`src/source/dsm_defines.svh`:
```
`ifndef DSM_DEFINES_SVH
`define DSM_DEFINES_SVH

// datapath widths
`define DSM_IN_BITS        16 // input sample, unsigned
`define DSM_FRAC_BITS      11 // bits below the output word
`define DSM_OUT_BITS       6  // output word = pwm word
`define DSM_SREG_INT_BITS  2  // guard bits above a stored error
`define DSM_NUM_TAPS       4  // highest noise shaping order

// shift limits
`define DSM_MAX_LEFT_SHIFT 2  // error operand pre-shift, rshift by this = x1
`define DSM_SHIFT_BITS     4  // width of any shift count

// sequencer encodings
`define DSM_STEP_BITS      4
`define DSM_PHASE_OUTPUT   2'd0 // read input, produce output, store error
`define DSM_PHASE_CORR     2'd1 // build next correction in acc
`define DSM_STEP_OUTPUT    4'd0 // step inside the output phase
`define DSM_STEP_SHIFT     4'd1

// order codes, same numbering as the older modulator
`define DSM_ORDER_4        2'd0
`define DSM_ORDER_3        2'd1
`define DSM_ORDER_2        2'd2
`define DSM_ORDER_1        2'd3

`endif

```
`src/source/dsm_pkg.sv`:
```
`include "dsm_defines.svh"

package dsm_pkg;

	// ------------------------------------------------------------
	// word types
	// ------------------------------------------------------------
	typedef logic signed [`DSM_IN_BITS:0] full_t; // one bit over the input
	typedef logic signed [`DSM_FRAC_BITS+`DSM_SREG_INT_BITS-1:0] err_t;
	typedef logic signed [`DSM_FRAC_BITS+`DSM_SREG_INT_BITS+`DSM_NUM_TAPS-1:0] acc_t;
	typedef logic [`DSM_SHIFT_BITS-1:0] shift_t;

	// ------------------------------------------------------------
	// control codes
	// ------------------------------------------------------------
	typedef enum logic {
		SRC1_ACC,  // accumulator
		SRC1_ZERO  // start a fresh sum
	} src1_sel_t;

	typedef enum logic {
		SRC2_INPUT, // u, zero extended
		SRC2_ERR    // oldest entry of the error history
	} src2_sel_t;

	typedef logic [1:0] order_t; // see DSM_ORDER_* codes

	typedef enum logic [1:0] {
		PH_OUTPUT = `DSM_PHASE_OUTPUT,
		PH_CORR   = `DSM_PHASE_CORR
	} phase_t;

endpackage

```
`src/source/dsm_ctrl_if.sv`:
```
`timescale 1ns/1ns

// per-cycle control word, sequencer -> datapath
// valid in every cycle where en is high, no handshake
interface dsm_ctrl_if;

	dsm_pkg::src1_sel_t src1_sel;     // acc or zero
	dsm_pkg::src2_sel_t src2_sel;     // input or error history
	logic               inv_src1;     // ones' complement of src1
	logic               inv_src2;     // ones' complement of src2
	dsm_pkg::shift_t    rshift_count; // arithmetic right shift of src2
	logic               shift_sreg;   // step the error history
	logic               rotate_sreg;  // feed history output back to its input
	logic               truncate_acc; // keep only the centred error
	logic               acc_write;    // update acc this cycle

	modport seq (
		output src1_sel, src2_sel, inv_src1, inv_src2, rshift_count,
		output shift_sreg, rotate_sreg, truncate_acc, acc_write
	);

	modport dp (
		input src1_sel, src2_sel, inv_src1, inv_src2, rshift_count,
		input shift_sreg, rotate_sreg, truncate_acc, acc_write
	);

endinterface

```
`src/source/dsm_datapath.sv`:
```
`timescale 1ns/1ns
`include "dsm_defines.svh"

module dsm_datapath (
	input  logic                    clk,
	input  logic                    reset,
	input  logic                    en,
	input  logic [`DSM_IN_BITS-1:0]  u,
	dsm_ctrl_if.dp                  ctrl,
	output logic [`DSM_OUT_BITS-1:0] y
);

	localparam int F     = `DSM_FRAC_BITS;
	localparam int ACC_W = $bits(dsm_pkg::acc_t);

	dsm_pkg::acc_t  acc;
	dsm_pkg::acc_t  next_acc_sum; // acc from the adder
	dsm_pkg::acc_t  next_acc;
	dsm_pkg::err_t  err_in;
	dsm_pkg::err_t  err_out;      // oldest stored error
	dsm_pkg::full_t src1;
	dsm_pkg::full_t src2_raw;
	dsm_pkg::full_t src2_shifted;
	dsm_pkg::full_t src2;
	dsm_pkg::full_t sum;
	logic           carry_in;

	// ------------------------------------------------------------
	// operands
	// ------------------------------------------------------------
	always_comb begin
		src1 = (ctrl.src1_sel == dsm_pkg::SRC1_ACC) ? dsm_pkg::full_t'(acc) : '0;
		if (ctrl.inv_src1)
			src1 = ~src1;

		if (ctrl.src2_sel == dsm_pkg::SRC2_INPUT)
			src2_raw = dsm_pkg::full_t'({1'b0, u}); // unsigned, so >>> acts as >>
		else
			src2_raw = dsm_pkg::full_t'(err_out) <<< `DSM_MAX_LEFT_SHIFT;
		src2_shifted = src2_raw >>> ctrl.rshift_count;
		src2 = ctrl.inv_src2 ? ~src2_shifted : src2_shifted;
	end

	// ------------------------------------------------------------
	// shared adder
	// ------------------------------------------------------------
	// +1 turns the ones' complement into a negation
	assign carry_in = ctrl.inv_src1 | ctrl.inv_src2;
	assign sum      = src1 + src2 + dsm_pkg::full_t'(carry_in);
	assign y        = sum[`DSM_IN_BITS -: `DSM_OUT_BITS]; // quantized output

	always_comb begin
		next_acc_sum = dsm_pkg::acc_t'(sum);
		// keep the fraction, flip bit F-1 into the sign
		// acts like rounding to nearest, error lands in [-2^(F-1), 2^(F-1))
		if (ctrl.truncate_acc)
			next_acc_sum = {{(ACC_W - F + 1){~sum[F-1]}}, sum[F-2:0]};
	end

	// plain shift reloads acc with the oldest error
	assign next_acc = (ctrl.shift_sreg && !ctrl.rotate_sreg) ?
		dsm_pkg::acc_t'(err_out) : next_acc_sum;

	always_ff @(posedge clk) begin
		if (reset)
			acc <= '0;
		else if (en && ctrl.acc_write)
			acc <= next_acc;
	end

	assign err_in = dsm_pkg::err_t'(acc); // acc holds the error after the output step

	error_history u_history (
		.clk     (clk),
		.reset   (reset),
		.en      (en),
		.shift   (ctrl.shift_sreg),
		.rotate  (ctrl.rotate_sreg),
		.err_in  (err_in),
		.err_out (err_out)
	);

endmodule

```
`src/source/dsm_pwm_top.sv`:
```
`timescale 1ns/1ns
`include "dsm_defines.svh"

module dsm_pwm_top (
	input  logic                    clk,
	input  logic                    reset,
	input  logic [`DSM_IN_BITS-1:0]  u,           // taken when y_valid and pulse_done
	input  dsm_pkg::shift_t         u_rshift,
	input  dsm_pkg::order_t         order_sel,
	input  logic [`DSM_OUT_BITS-1:0] compare_max, // keep the period above one sample sequence
	output logic                    pwm_out,
	output logic                    pulse_done,
	output logic                    y_valid,
	output logic [`DSM_OUT_BITS-1:0] pulse_width_out
);

	logic                     en;
	logic [`DSM_OUT_BITS-1:0] y;
	logic [`DSM_OUT_BITS-1:0] pulse_width;

	dsm_ctrl_if ctrl_bus ();

	// ------------------------------------------------------------
	// back-pressure
	// ------------------------------------------------------------
	// run freely through shift and correction, park on the output step
	// until the pwm period ends
	assign en = !y_valid || pulse_done;

	always_ff @(posedge clk) begin
		if (reset)
			pulse_width <= '0;
		else if (pulse_done)
			pulse_width <= y; // width for the next period
	end

	assign pulse_width_out = pulse_width;

	dsm_sequencer u_sequencer (
		.clk       (clk),
		.reset     (reset),
		.en        (en),
		.order_sel (order_sel),
		.u_rshift  (u_rshift),
		.y_valid   (y_valid),
		.ctrl      (ctrl_bus.seq)
	);

	dsm_datapath u_datapath (
		.clk   (clk),
		.reset (reset),
		.en    (en),
		.u     (u),
		.ctrl  (ctrl_bus.dp),
		.y     (y)
	);

	pulse_width_modulator u_pwm (
		.clk         (clk),
		.reset       (reset),
		.compare_max (compare_max),
		.pulse_width (pulse_width),
		.pwm_out     (pwm_out),
		.pulse_done  (pulse_done)
	);

endmodule

```
`src/source/dsm_sequencer.sv`:
```
`timescale 1ns/1ns
`include "dsm_defines.svh"

module dsm_sequencer (
	input  logic              clk,
	input  logic              reset,
	input  logic              en,
	input  dsm_pkg::order_t   order_sel, // change only while waiting at the output step
	input  dsm_pkg::shift_t   u_rshift,
	output logic              y_valid,
	dsm_ctrl_if.seq           ctrl
);

	// error operand is pre-shifted left, so these right shifts give the gain
	localparam dsm_pkg::shift_t SH_X4 = dsm_pkg::shift_t'(`DSM_MAX_LEFT_SHIFT - 2);
	localparam dsm_pkg::shift_t SH_X2 = dsm_pkg::shift_t'(`DSM_MAX_LEFT_SHIFT - 1);
	localparam dsm_pkg::shift_t SH_X1 = dsm_pkg::shift_t'(`DSM_MAX_LEFT_SHIFT);

	dsm_pkg::phase_t          phase, next_phase;
	logic [`DSM_STEP_BITS-1:0] step, next_step;
	logic                     last_step; // final correction, go back to output

	always_ff @(posedge clk) begin
		if (reset) begin
			phase <= dsm_pkg::PH_OUTPUT;
			step  <= `DSM_STEP_OUTPUT; // y_valid high right after reset
		end else if (en) begin
			phase <= next_phase;
			step  <= next_step;
		end
	end

	// ------------------------------------------------------------
	// state decode
	// ------------------------------------------------------------
	// every order rotates the history three times in total,
	// so it is back in place when the next sample starts
	always_comb begin
		ctrl.src1_sel     = dsm_pkg::SRC1_ACC; // default acc += err
		ctrl.src2_sel     = dsm_pkg::SRC2_ERR;
		ctrl.inv_src1     = 1'b0;
		ctrl.inv_src2     = 1'b0;
		ctrl.rshift_count = SH_X1;
		ctrl.shift_sreg   = 1'b0;
		ctrl.rotate_sreg  = 1'b1;
		ctrl.truncate_acc = 1'b0;
		ctrl.acc_write    = 1'b1;
		y_valid           = 1'b0;
		last_step         = 1'b0;
		next_phase        = phase;
		next_step         = step + 1'b1;

		case (phase)
			dsm_pkg::PH_OUTPUT: begin
				if (step == `DSM_STEP_OUTPUT) begin
					// y = top of acc + x, acc keeps the error
					ctrl.src2_sel     = dsm_pkg::SRC2_INPUT;
					ctrl.rshift_count = u_rshift; // only place the input shift applies
					ctrl.truncate_acc = 1'b1;
					y_valid           = 1'b1;
				end else begin
					// error into history, oldest error back into acc
					ctrl.shift_sreg  = 1'b1;
					ctrl.rotate_sreg = 1'b0;
					next_phase       = dsm_pkg::PH_CORR;
					next_step        = '0;
				end
			end

			dsm_pkg::PH_CORR: begin
				case (order_sel)
					`DSM_ORDER_4: case (step) // acc holds e[n-3] on entry
						0: begin
							ctrl.inv_src1     = 1'b1; // 4 e[n-2] - e[n-3]
							ctrl.rshift_count = SH_X4;
							ctrl.shift_sreg   = 1'b1;
						end
						1: begin
							ctrl.inv_src2     = 1'b1; // -6 e[n-1] as -4 then -2
							ctrl.rshift_count = SH_X4;
						end
						2: begin
							ctrl.inv_src2     = 1'b1;
							ctrl.rshift_count = SH_X2;
							ctrl.shift_sreg   = 1'b1;
						end
						default: begin
							ctrl.rshift_count = SH_X4; // +4 e[n]
							ctrl.shift_sreg   = 1'b1;
							last_step         = 1'b1;
						end
					endcase

					`DSM_ORDER_3: case (step)
						0: begin
							ctrl.src1_sel   = dsm_pkg::SRC1_ZERO; // acc = e[n-2]
							ctrl.shift_sreg = 1'b1;
						end
						1: begin
							ctrl.inv_src2     = 1'b1; // -3 e[n-1] as -2 then -1
							ctrl.rshift_count = SH_X2;
						end
						2: begin
							ctrl.inv_src2   = 1'b1;
							ctrl.shift_sreg = 1'b1;
						end
						3: ctrl.rshift_count = SH_X2; // +3 e[n] as +2 then +1
						default: begin
							ctrl.shift_sreg = 1'b1;
							last_step       = 1'b1;
						end
					endcase

					`DSM_ORDER_2: case (step)
						0: begin
							ctrl.acc_write  = 1'b0; // skip e[n-2]
							ctrl.shift_sreg = 1'b1;
						end
						1: begin
							ctrl.src1_sel   = dsm_pkg::SRC1_ZERO; // acc = -e[n-1]
							ctrl.inv_src2   = 1'b1;
							ctrl.shift_sreg = 1'b1;
						end
						default: begin
							ctrl.rshift_count = SH_X2; // +2 e[n]
							ctrl.shift_sreg   = 1'b1;
							last_step         = 1'b1;
						end
					endcase

					default: case (step) // first order
						0, 1: begin
							ctrl.acc_write  = 1'b0; // skip e[n-2], e[n-1]
							ctrl.shift_sreg = 1'b1;
						end
						default: begin
							ctrl.src1_sel   = dsm_pkg::SRC1_ZERO; // acc = e[n]
							ctrl.shift_sreg = 1'b1;
							last_step       = 1'b1;
						end
					endcase
				endcase
			end

			default: begin
				ctrl.acc_write = 1'b0; // unused code, recover
				last_step      = 1'b1;
			end
		endcase

		if (last_step) begin
			next_phase = dsm_pkg::PH_OUTPUT;
			next_step  = `DSM_STEP_OUTPUT;
		end
	end

endmodule

```
`src/source/error_history.sv`:
```
`timescale 1ns/1ns
`include "dsm_defines.svh"

// past quantization errors, newest in slot 0
module error_history (
	input  logic          clk,
	input  logic          reset,
	input  logic          en,
	input  logic          shift,
	input  logic          rotate, // recirculate instead of taking err_in
	input  dsm_pkg::err_t err_in,
	output dsm_pkg::err_t err_out
);

	localparam int DEPTH = `DSM_NUM_TAPS - 1; // acc holds the oldest tap

	dsm_pkg::err_t hist [DEPTH];
	dsm_pkg::err_t head; // next value of slot 0

	assign head    = rotate ? hist[DEPTH-1] : err_in;
	assign err_out = hist[DEPTH-1];

	always_ff @(posedge clk) begin
		if (reset) begin
			for (int i = 0; i < DEPTH; i++)
				hist[i] <= '0; // errors before the first sample count as zero
		end else if (en && shift) begin
			hist[0] <= head;
			for (int i = 1; i < DEPTH; i++)
				hist[i] <= hist[i-1];
		end
	end

endmodule

```
`src/source/pulse_width_modulator.sv`:
```
`timescale 1ns/1ns
`include "dsm_defines.svh"

// single slope pwm, period is compare_max+1 cycles
module pulse_width_modulator (
	input  logic                    clk,
	input  logic                    reset,
	input  logic [`DSM_OUT_BITS-1:0] compare_max,
	input  logic [`DSM_OUT_BITS-1:0] pulse_width,
	output logic                    pwm_out,
	output logic                    pulse_done
);

	logic [`DSM_OUT_BITS-1:0] count;
	logic                     period_end;

	// >= also pulls the counter back if compare_max drops below it
	assign period_end = (count >= compare_max);

	always_ff @(posedge clk) begin
		if (reset)
			count <= '0;
		else if (period_end)
			count <= '0; // wrap
		else
			count <= count + 1'b1;
	end

	assign pulse_done = period_end;           // one cycle per period
	assign pwm_out    = (count < pulse_width); // high for pulse_width cycles

endmodule

```
`config.mk`:
```
export PLATFORM = sky130hd
export DESIGN_NAME = dsm_pwm_top
export DESIGN_NICKNAME = d
export VERILOG_FILES = /design/src/source/dsm_pkg.sv /design/src/source/dsm_ctrl_if.sv /design/src/source/dsm_datapath.sv /design/src/source/dsm_pwm_top.sv /design/src/source/dsm_sequencer.sv /design/src/source/error_history.sv /design/src/source/pulse_width_modulator.sv
export VERILOG_INCLUDE_DIRS = /design/src /design/src/source
export SDC_FILE = /design/constraint.sdc
export NUM_CORES = 1
export LEC_CHECK = 0
export BUFFER_PORTS_ARGS = -buffer_cell sky130_fd_sc_hd__buf_2
export CAP_MARGIN = 25
export CORE_AREA = 8 8 129 131
export CTS_CLUSTER_SIZE = 10
export DETAILED_ROUTE_END_ITERATION = 8
export DIE_AREA = 0 0 137 139
export SETUP_SLACK_MARGIN = 0.15
export SLEW_MARGIN = 20
export SYNTH_ARGS = -nofsm -noshare
export SYNTH_HDL_FRONTEND = slang
export SYNTH_SLANG_ARGS = --single-unit
```
`constraint.sdc`:
```
create_clock -name clk -period 17.5 [get_ports clk]
set_input_delay 3.5 -clock clk [delete_from_list [all_inputs] [get_ports clk]]
set_output_delay 3.5 -clock clk [all_outputs]
set_load 0.02 [all_outputs]
```
# After elaboration in Yosys (flattened, before gate mapping)
# Memory sizes are Yosys's and may differ from the RTL's.
# Index checks and enable logic that the tools add are counted.
word_totals:
  reg_bits: 35
  ram_bits: 39
  input_bits: 30
  out_inout_bits: 9
  wordCells: 96
  memories: 1
classes:
  add_sub_neg: 4
  order_cmp: 2
  eq_ne: 7
  shifts: 1
  muxes: 51
  bitwise: 7
  n_reduce_logical: 18
memory_table:
  columns: ["name", "words", "word_bits", "read_ports", "rd_ports_with_merged_regs", "write_ports", "line", "text"]
  rows:
  - ["u_datapath.u_history.hist", 3, 13, 3, 0, 3, "error_history.sv:17", "dsm_pkg::err_t hist [DEPTH];"]
ops:
  columns: ["cell", "count"]
  rows:
  - ["two-way mux 17 bit", 6]
  - ["two-way mux 13 bit", 4]
  - ["inverter 17 bit", 2]
  - ["two-way mux 1 bit", 22]
  - ["adder 17 bit", 1]
  - ["adder 17 x 2 -> 17 bit", 1]
  - [">>> shifter 17 x 4 -> 17 bit", 1]
  - ["two-way mux 4 bit", 4]
  - ["one-hot mux 1 bit (2 select lines)", 7]
  - ["one-hot mux 4 bit (3 select lines)", 1]
  - ["two-way mux 2 bit", 5]
  - ["OR reduction 2 bit", 5]
  - ["== test 4 x 2 -> 1 bit (second input constant)", 2]
  - ["one-hot mux 4 bit (2 select lines)", 1]
  - ["adder 6 x 1 -> 6 bit (second input constant)", 1]
  - [">= comparator 6 bit", 1]
  - ["less-than comparator 6 bit", 1]
  - ["adder 4 x 1 -> 4 bit (second input constant)", 1]
  - ["== test 2 x 1 -> 1 bit (second input constant)", 2]
  - ["== test 4 x 1 -> 1 bit (second input constant)", 1]
  - ["logical NOT 2 bit", 2]
  - ["logical NOT 4 bit", 1]
  - ["bitwise OR 1 bit", 4]
  - ["OR reduction 4 bit", 1]
  - ["10 further kinds", 13]

# Logic depth before layout (Yosys ltp)
depth:
  depth_word: 13
  depth_mapped: 23
  depth_no_buf: 22

# Modules after synthesis
# Synthesis repeated with hierarchy kept, for this count alone.
hier_totals:
  hier_cells: 664
  area_unflattened_um2: 6231.0
modules_own_cells:
  columns: ["mod", "instances", "cells_each", "area_each_um2", "seq_area_each_um2"]
  rows:
  - ["dsm_datapath", 1, 401, 3214.3, 340.3]
  - ["error_history", 1, 113, 1736.7, 1171.1]
  - ["dsm_sequencer", 1, 69, 539.3, 100.1]
  - ["pulse_width_modulator", 1, 61, 520.5, 120.1]
  - ["dsm_pwm_top", 1, 20, 220.2, 120.1]

# Worst setup path before layout
# No wires, ideal clock.
synth_timing:
  path_type: "input port to output port"
  start: "input compare_max[0]"
  end: "output pulse_done"
  arrival_ns: 4.941
  required_ns: 14.000
  slack_ns: 9.059
  cell_stages: 8
  n_path_buf: 0
  cell_sequence: "ha_1 nand2b_1 a21o_1 a21o_1 a211oi_1 nor2_1 nor2_1 inv_2"
synth_via:
  elab_chain_cells: 1
synth_rtl:
  columns: ["element", "line", "text"]
  rows:
  - ["from (decl)", "dsm_pwm_top.sv:10", "input logic [`DSM_OUT_BITS-1:0] compare_max,"]
  - [">= comparator 6 bit", "pulse_width_modulator.sv:18", "assign period_end = (count >= compare_max);"]
  - ["to (decl)", "dsm_pwm_top.sv:12", "output logic pulse_done,"]
# Every way passes these cells.

# Final worst setup path
# Same ends and word-level chain as after synthesis.

==> results <==
- The post-synthesis cell count is 676.
- After detailed routing, the average wire length per cell comes to 18.7 um.
- The setup skew after layout is 0.0102 ns.
- Overall power consumption after layout is estimated at 771 uW.
- The total clock buffers created by CTS is 9.
- Input and output buffers added on the ports amount to 38.
- Dividing the final minimum period by the clock period gives 50.9%.
- The number of enable flip-flop cells after synthesis is 39.
- Setup repair after global routing left no endpoint under its margin.
- The final worst setup slack is 8.58 ns.
- The post-synthesis instance area is 0.00568 mm^2.
- Counting flops with an async set or reset pin after synthesis yields a share of 0%.
- The depth of the CTS H-tree is 3.
- Headroom to the max-slew limit came out at 36.1%.
- The congestion estimate from routability-driven global placement came to 0.982.
- The area of the die is 0.0190 mm^2.
- The critical path goes through buf_2 -> ha_1 -> nand2b_1 -> a21o_1 -> a21o_1 -> a211oi_1 -> nor2_1 -> nor2_1 -> inv_2 -> buf_2.
- The core region is 0.0148 mm^2.
- The core occupancy in the finished layout is 42.7%.
- The total of warnings raised by yosys is 0.
- The smallest clock period supported by the final layout is computed as 8.92 ns.
- The largest driver fanout on the critical path is 7.
- The most frequent standard cell in the layout excluding fill and tap cells is sky130_fd_sc_hd__nand2_1.
- The cell area power density is 122 mW/mm^2.
- For this run, the post-layout net count is 756.
- The post-synthesis cell type count is 68.
- Setup violations remaining at the end of the flow were counted as 0.
- Hold repair after CTS inserted 0 buffers.
- The clock reaches the later pin of the worst-skew pair after 0.34 ns.
- The run finished with clean final reports.
- The net count after synthesis is 739.
- The first global-routing pass estimated 27100 um of wire.
- On the worst path, the slowest cell contributes a delay of 0.33 ns.
- The global route total overflow is 0.
- The top cell types in the final layout, fill and taps aside, are 91 x sky130_fd_sc_hd__nand2_1, 53 x sky130_fd_sc_hd__a21oi_1, 47 x sky130_fd_sc_hd__nor2_1, 39 x sky130_fd_sc_hd__edfxtp_1, 38 x sky130_fd_sc_hd__buf_2.
- TritonCTS built the clock tree.
- The number of antenna-violating nets in the routed design is 0.
- The tree is rooted in a sky130_fd_sc_hd__clkbuf_16.
- The total of max-cap violations is 0.
- The proportion of layout cells with a drive suffix above 1 is 11.3%.
- The tree built by TritonCTS fans out to 73 sinks.
- The worst setup path is captured at an output pin.
- After the first detailed-routing iteration, the DRC count stood at 525.
- For this design the static power due to leakage is 2.65 nW.
- The clock-pin slew of the registers on the worst-case setup and hold paths is 0.06 ns.
- The number of buffers between clock root and the deepest sink is 2.
- By area the synthesized netlist is led by sky130_fd_sc_hd__edfxtp_1 21%, sky130_fd_sc_hd__dfxtp_1 12%, sky130_fd_sc_hd__ha_1 6.8%.
- The maximum frequency from static timing analysis is 112 MHz.
- The proportion of power drawn by combinational gates is 46.2%.
- The number of global-route vias before repair came to 5166.
- The average instance area after synthesis is 8.40 um^2.
- The total buffers and inverters traversed by the critical path is 3.
- The final number of hold-violating endpoints is 0.
- The slowest stage of the critical path is the sky130_fd_sc_hd__nor2_1 cell.
- The worst setup path is launched from a primary input.
- The area growth from synthesis to layout is 10.7%.
- The count of pins over their slew limit is 0.
- For this design the top-level I/O count stands at 39.
- The type of the worst min-delay path is flip-flop to flip-flop.
- The sequential element share of the synthesized area is 32.6%.
- Using the TritonRoute via totals, the vias-per-cell ratio works out to 5.87.
- STA puts the critical path data required time at 14.00 ns.
- The total wire length after detailed routing is 16500 um.
- Cell internal power was estimated by the tool at 460 uW.
- Net switching is 40.3% of the power.
- The number of synthesized register bits is 73.
- Adding up every negative setup slack in the final design gives 0 ns.
- Global routing consumed, over all layers together, 17.7% of the routing resources.
- The count of standard-cell rows is 45.
- Broken down by cell family, the worst path's largest delay share belongs to compound AO/OA/AOI/OAI gates.
- The setup fix buffers added after clock tree synthesis is 0.
- The pin slew with the least headroom to its limit is 0.953 ns.
- The HPWL after detailed placement is 12300 um.
- The horizontal die dimension is 137 um.
- The type of the worst setup path is primary input to output pin.
- The vertical die dimension is 139 um.
- The initial utilization of the core area, before any placement, comes to 38.5%.
- The switching power total is 311 uW.
- The initial antenna violation count is 0.
- Among all flip-flop cells after synthesis, the most frequent one is sky130_fd_sc_hd__edfxtp_1.
- In this run, the clock network consumes 22.6% of the power.
- The remaining design rule violation count is 0.
- The post-cts sizing count is 0.
- Entering global routing, the biggest net connects 40 pins.
- The total vias in the final route is 5200.
- The maximum VDD drop is 43.6 uV.
- STA puts the critical path data arrival time at 5.42 ns.
- The pre-antenna-repair detailed-routing pass consisted of 5 iterations.
- For flop-to-flop paths, the worst setup slack is 11.39 ns.
- Summed over all instances, the cell type with the most area after synthesis is sky130_fd_sc_hd__edfxtp_1.
- Sequential cells burn 31.2% of the power.
- The top-area cell type share of the netlist area is 20.6%.
- The number of inserted diodes is 0.
- Prior to clock tree synthesis, the placed netlist has a worst setup slack of 8.62 ns.
==> power groups by stage <==
stage          Combinational (mW)  Clock, mW  Sequential [mW]
2_1_floorplan               0.274          0            0.232
3_3_place_gp                0.347          0            0.242
3_5_place_dp                0.350          0            0.243
4_1_cts                     0.354      0.177            0.240
5_1_grt                     0.394      0.183            0.244
6_report                    0.356      0.175            0.240
==> metrics by stage <==
| stage | cells | hold WS [ns] | instance area, um^2 |
|---|---|---|---|
| final | 886 | 0.472 | 6290 |
| after global routing | 886 | 0.489 | 6290 |
| after CTS | 886 | 0.469 | 6290 |
| after detailed placement | 870 | 0.453 | 6020 |
| after global placement | 870 | 0.448 | 6020 |
| after floorplan | 676 | 0.430 | 5680 |
==> worst register-to-register path, cell delays in order (launching register included) <==
cell	delay (ns)
sky130_fd_sc_hd__dfxtp_1	0.33
sky130_fd_sc_hd__inv_1	0.12
sky130_fd_sc_hd__ha_1	0.44
sky130_fd_sc_hd__nor2_1	0.16
sky130_fd_sc_hd__o211ai_1	0.36
sky130_fd_sc_hd__nand3_1	0.57
sky130_fd_sc_hd__a211oi_1	0.42
sky130_fd_sc_hd__a21oi_1	0.13
sky130_fd_sc_hd__mux2i_1	0.30
sky130_fd_sc_hd__mux2i_1	0.17
sky130_fd_sc_hd__o22ai_1	0.27
sky130_fd_sc_hd__fa_1	0.24
sky130_fd_sc_hd__inv_1	0.06
sky130_fd_sc_hd__fa_1	0.42
sky130_fd_sc_hd__a211oi_1	0.28
sky130_fd_sc_hd__nor2_1	0.12
sky130_fd_sc_hd__o21ai_0	0.47
sky130_fd_sc_hd__o21ai_0	0.18
sky130_fd_sc_hd__xor2_1	0.35
sky130_fd_sc_hd__a31oi_1	0.23
sky130_fd_sc_hd__a211oi_1	0.28
sky130_fd_sc_hd__nor3_1	0.07
==> cells in the mapped netlist, drive strengths merged (6+ instances only) <==
cell,instances
xor2,25
ha,31
nor3,15
o21ai,31
nand2,91
clkbuf,31
a21o,12
o31ai,7
a21oi,53
nand3,18
nand2b,7
inv,23
o211ai,7
nor2,47
edfxtp,39
a211oi,26
buf,11
a211o,6
and3,30
a31oi,12
mux2i,25
xnor2,18
dfxtp,34
==> per-layer routing <==
| layer | share of wire (%) | routed length [um] | up-vias | global-route usage (%) |
|---|---|---|---|---|
| met5 | 0 | 0 | - | 0 |
| met4 | 3.0 | 494 | 0 | 7.84 |
| met3 | 6.0 | 995 | 36 | 3.37 |
| met2 | 43 | 7100 | 190 | 25.4 |
| met1 | 48 | 7940 | 2461 | 25.0 |
| li1 | - | - | 2513 | - |
==> worst paths after layout <==
kind	to	depth (start not counted)	from
worst max-delay path	pulse_done	10	compare_max[0]
worst min register to register	u_pwm.count[0]$_SDFF_PP0_	1	u_pwm.count[0]$_SDFF_PP0_
worst max register to register	u_datapath.acc[14]$_SDFFE_PP0P_	21	u_sequencer.step[0]$_SDFFE_PP0P_
worst min-delay path	u_pwm.count[0]$_SDFF_PP0_	1	u_pwm.count[0]$_SDFF_PP0_
==> state kept, by name (all words and copies together), names as in the netlist <==
signal,flops
u_sequencer.step,4
u_datapath.u_history.hist,39
pulse_width_out,6
u_datapath.acc,17
u_sequencer.phase,1
u_pwm.count,6
==> layout make-up <==
type                            count  area, um^2
Sequential cell                    73        1850
Inverter                           23        86.3
Multi-Input combinational cell    538        3580
Clock inverter                      2        12.5
Timing Repair Buffer               48         265
Fill cell                        1486        8460
Tap cell                          188         235
Clock buffer                       14         264
==> cells by family after synthesis <==
logic type      count (synthesis)  share of synthesized area (%)
mux                            26                           4.80
buf+inv                        65                           4.49
fa+ha+maj                      33                           7.53
compound gates                194                           23.2
xor+xnor                       44                           7.02
flops                          73                           32.6
simple gates                  240                           20.3
other cells                     1                         0.0660
Note: power is estimated with default switching activity, not from simulation.
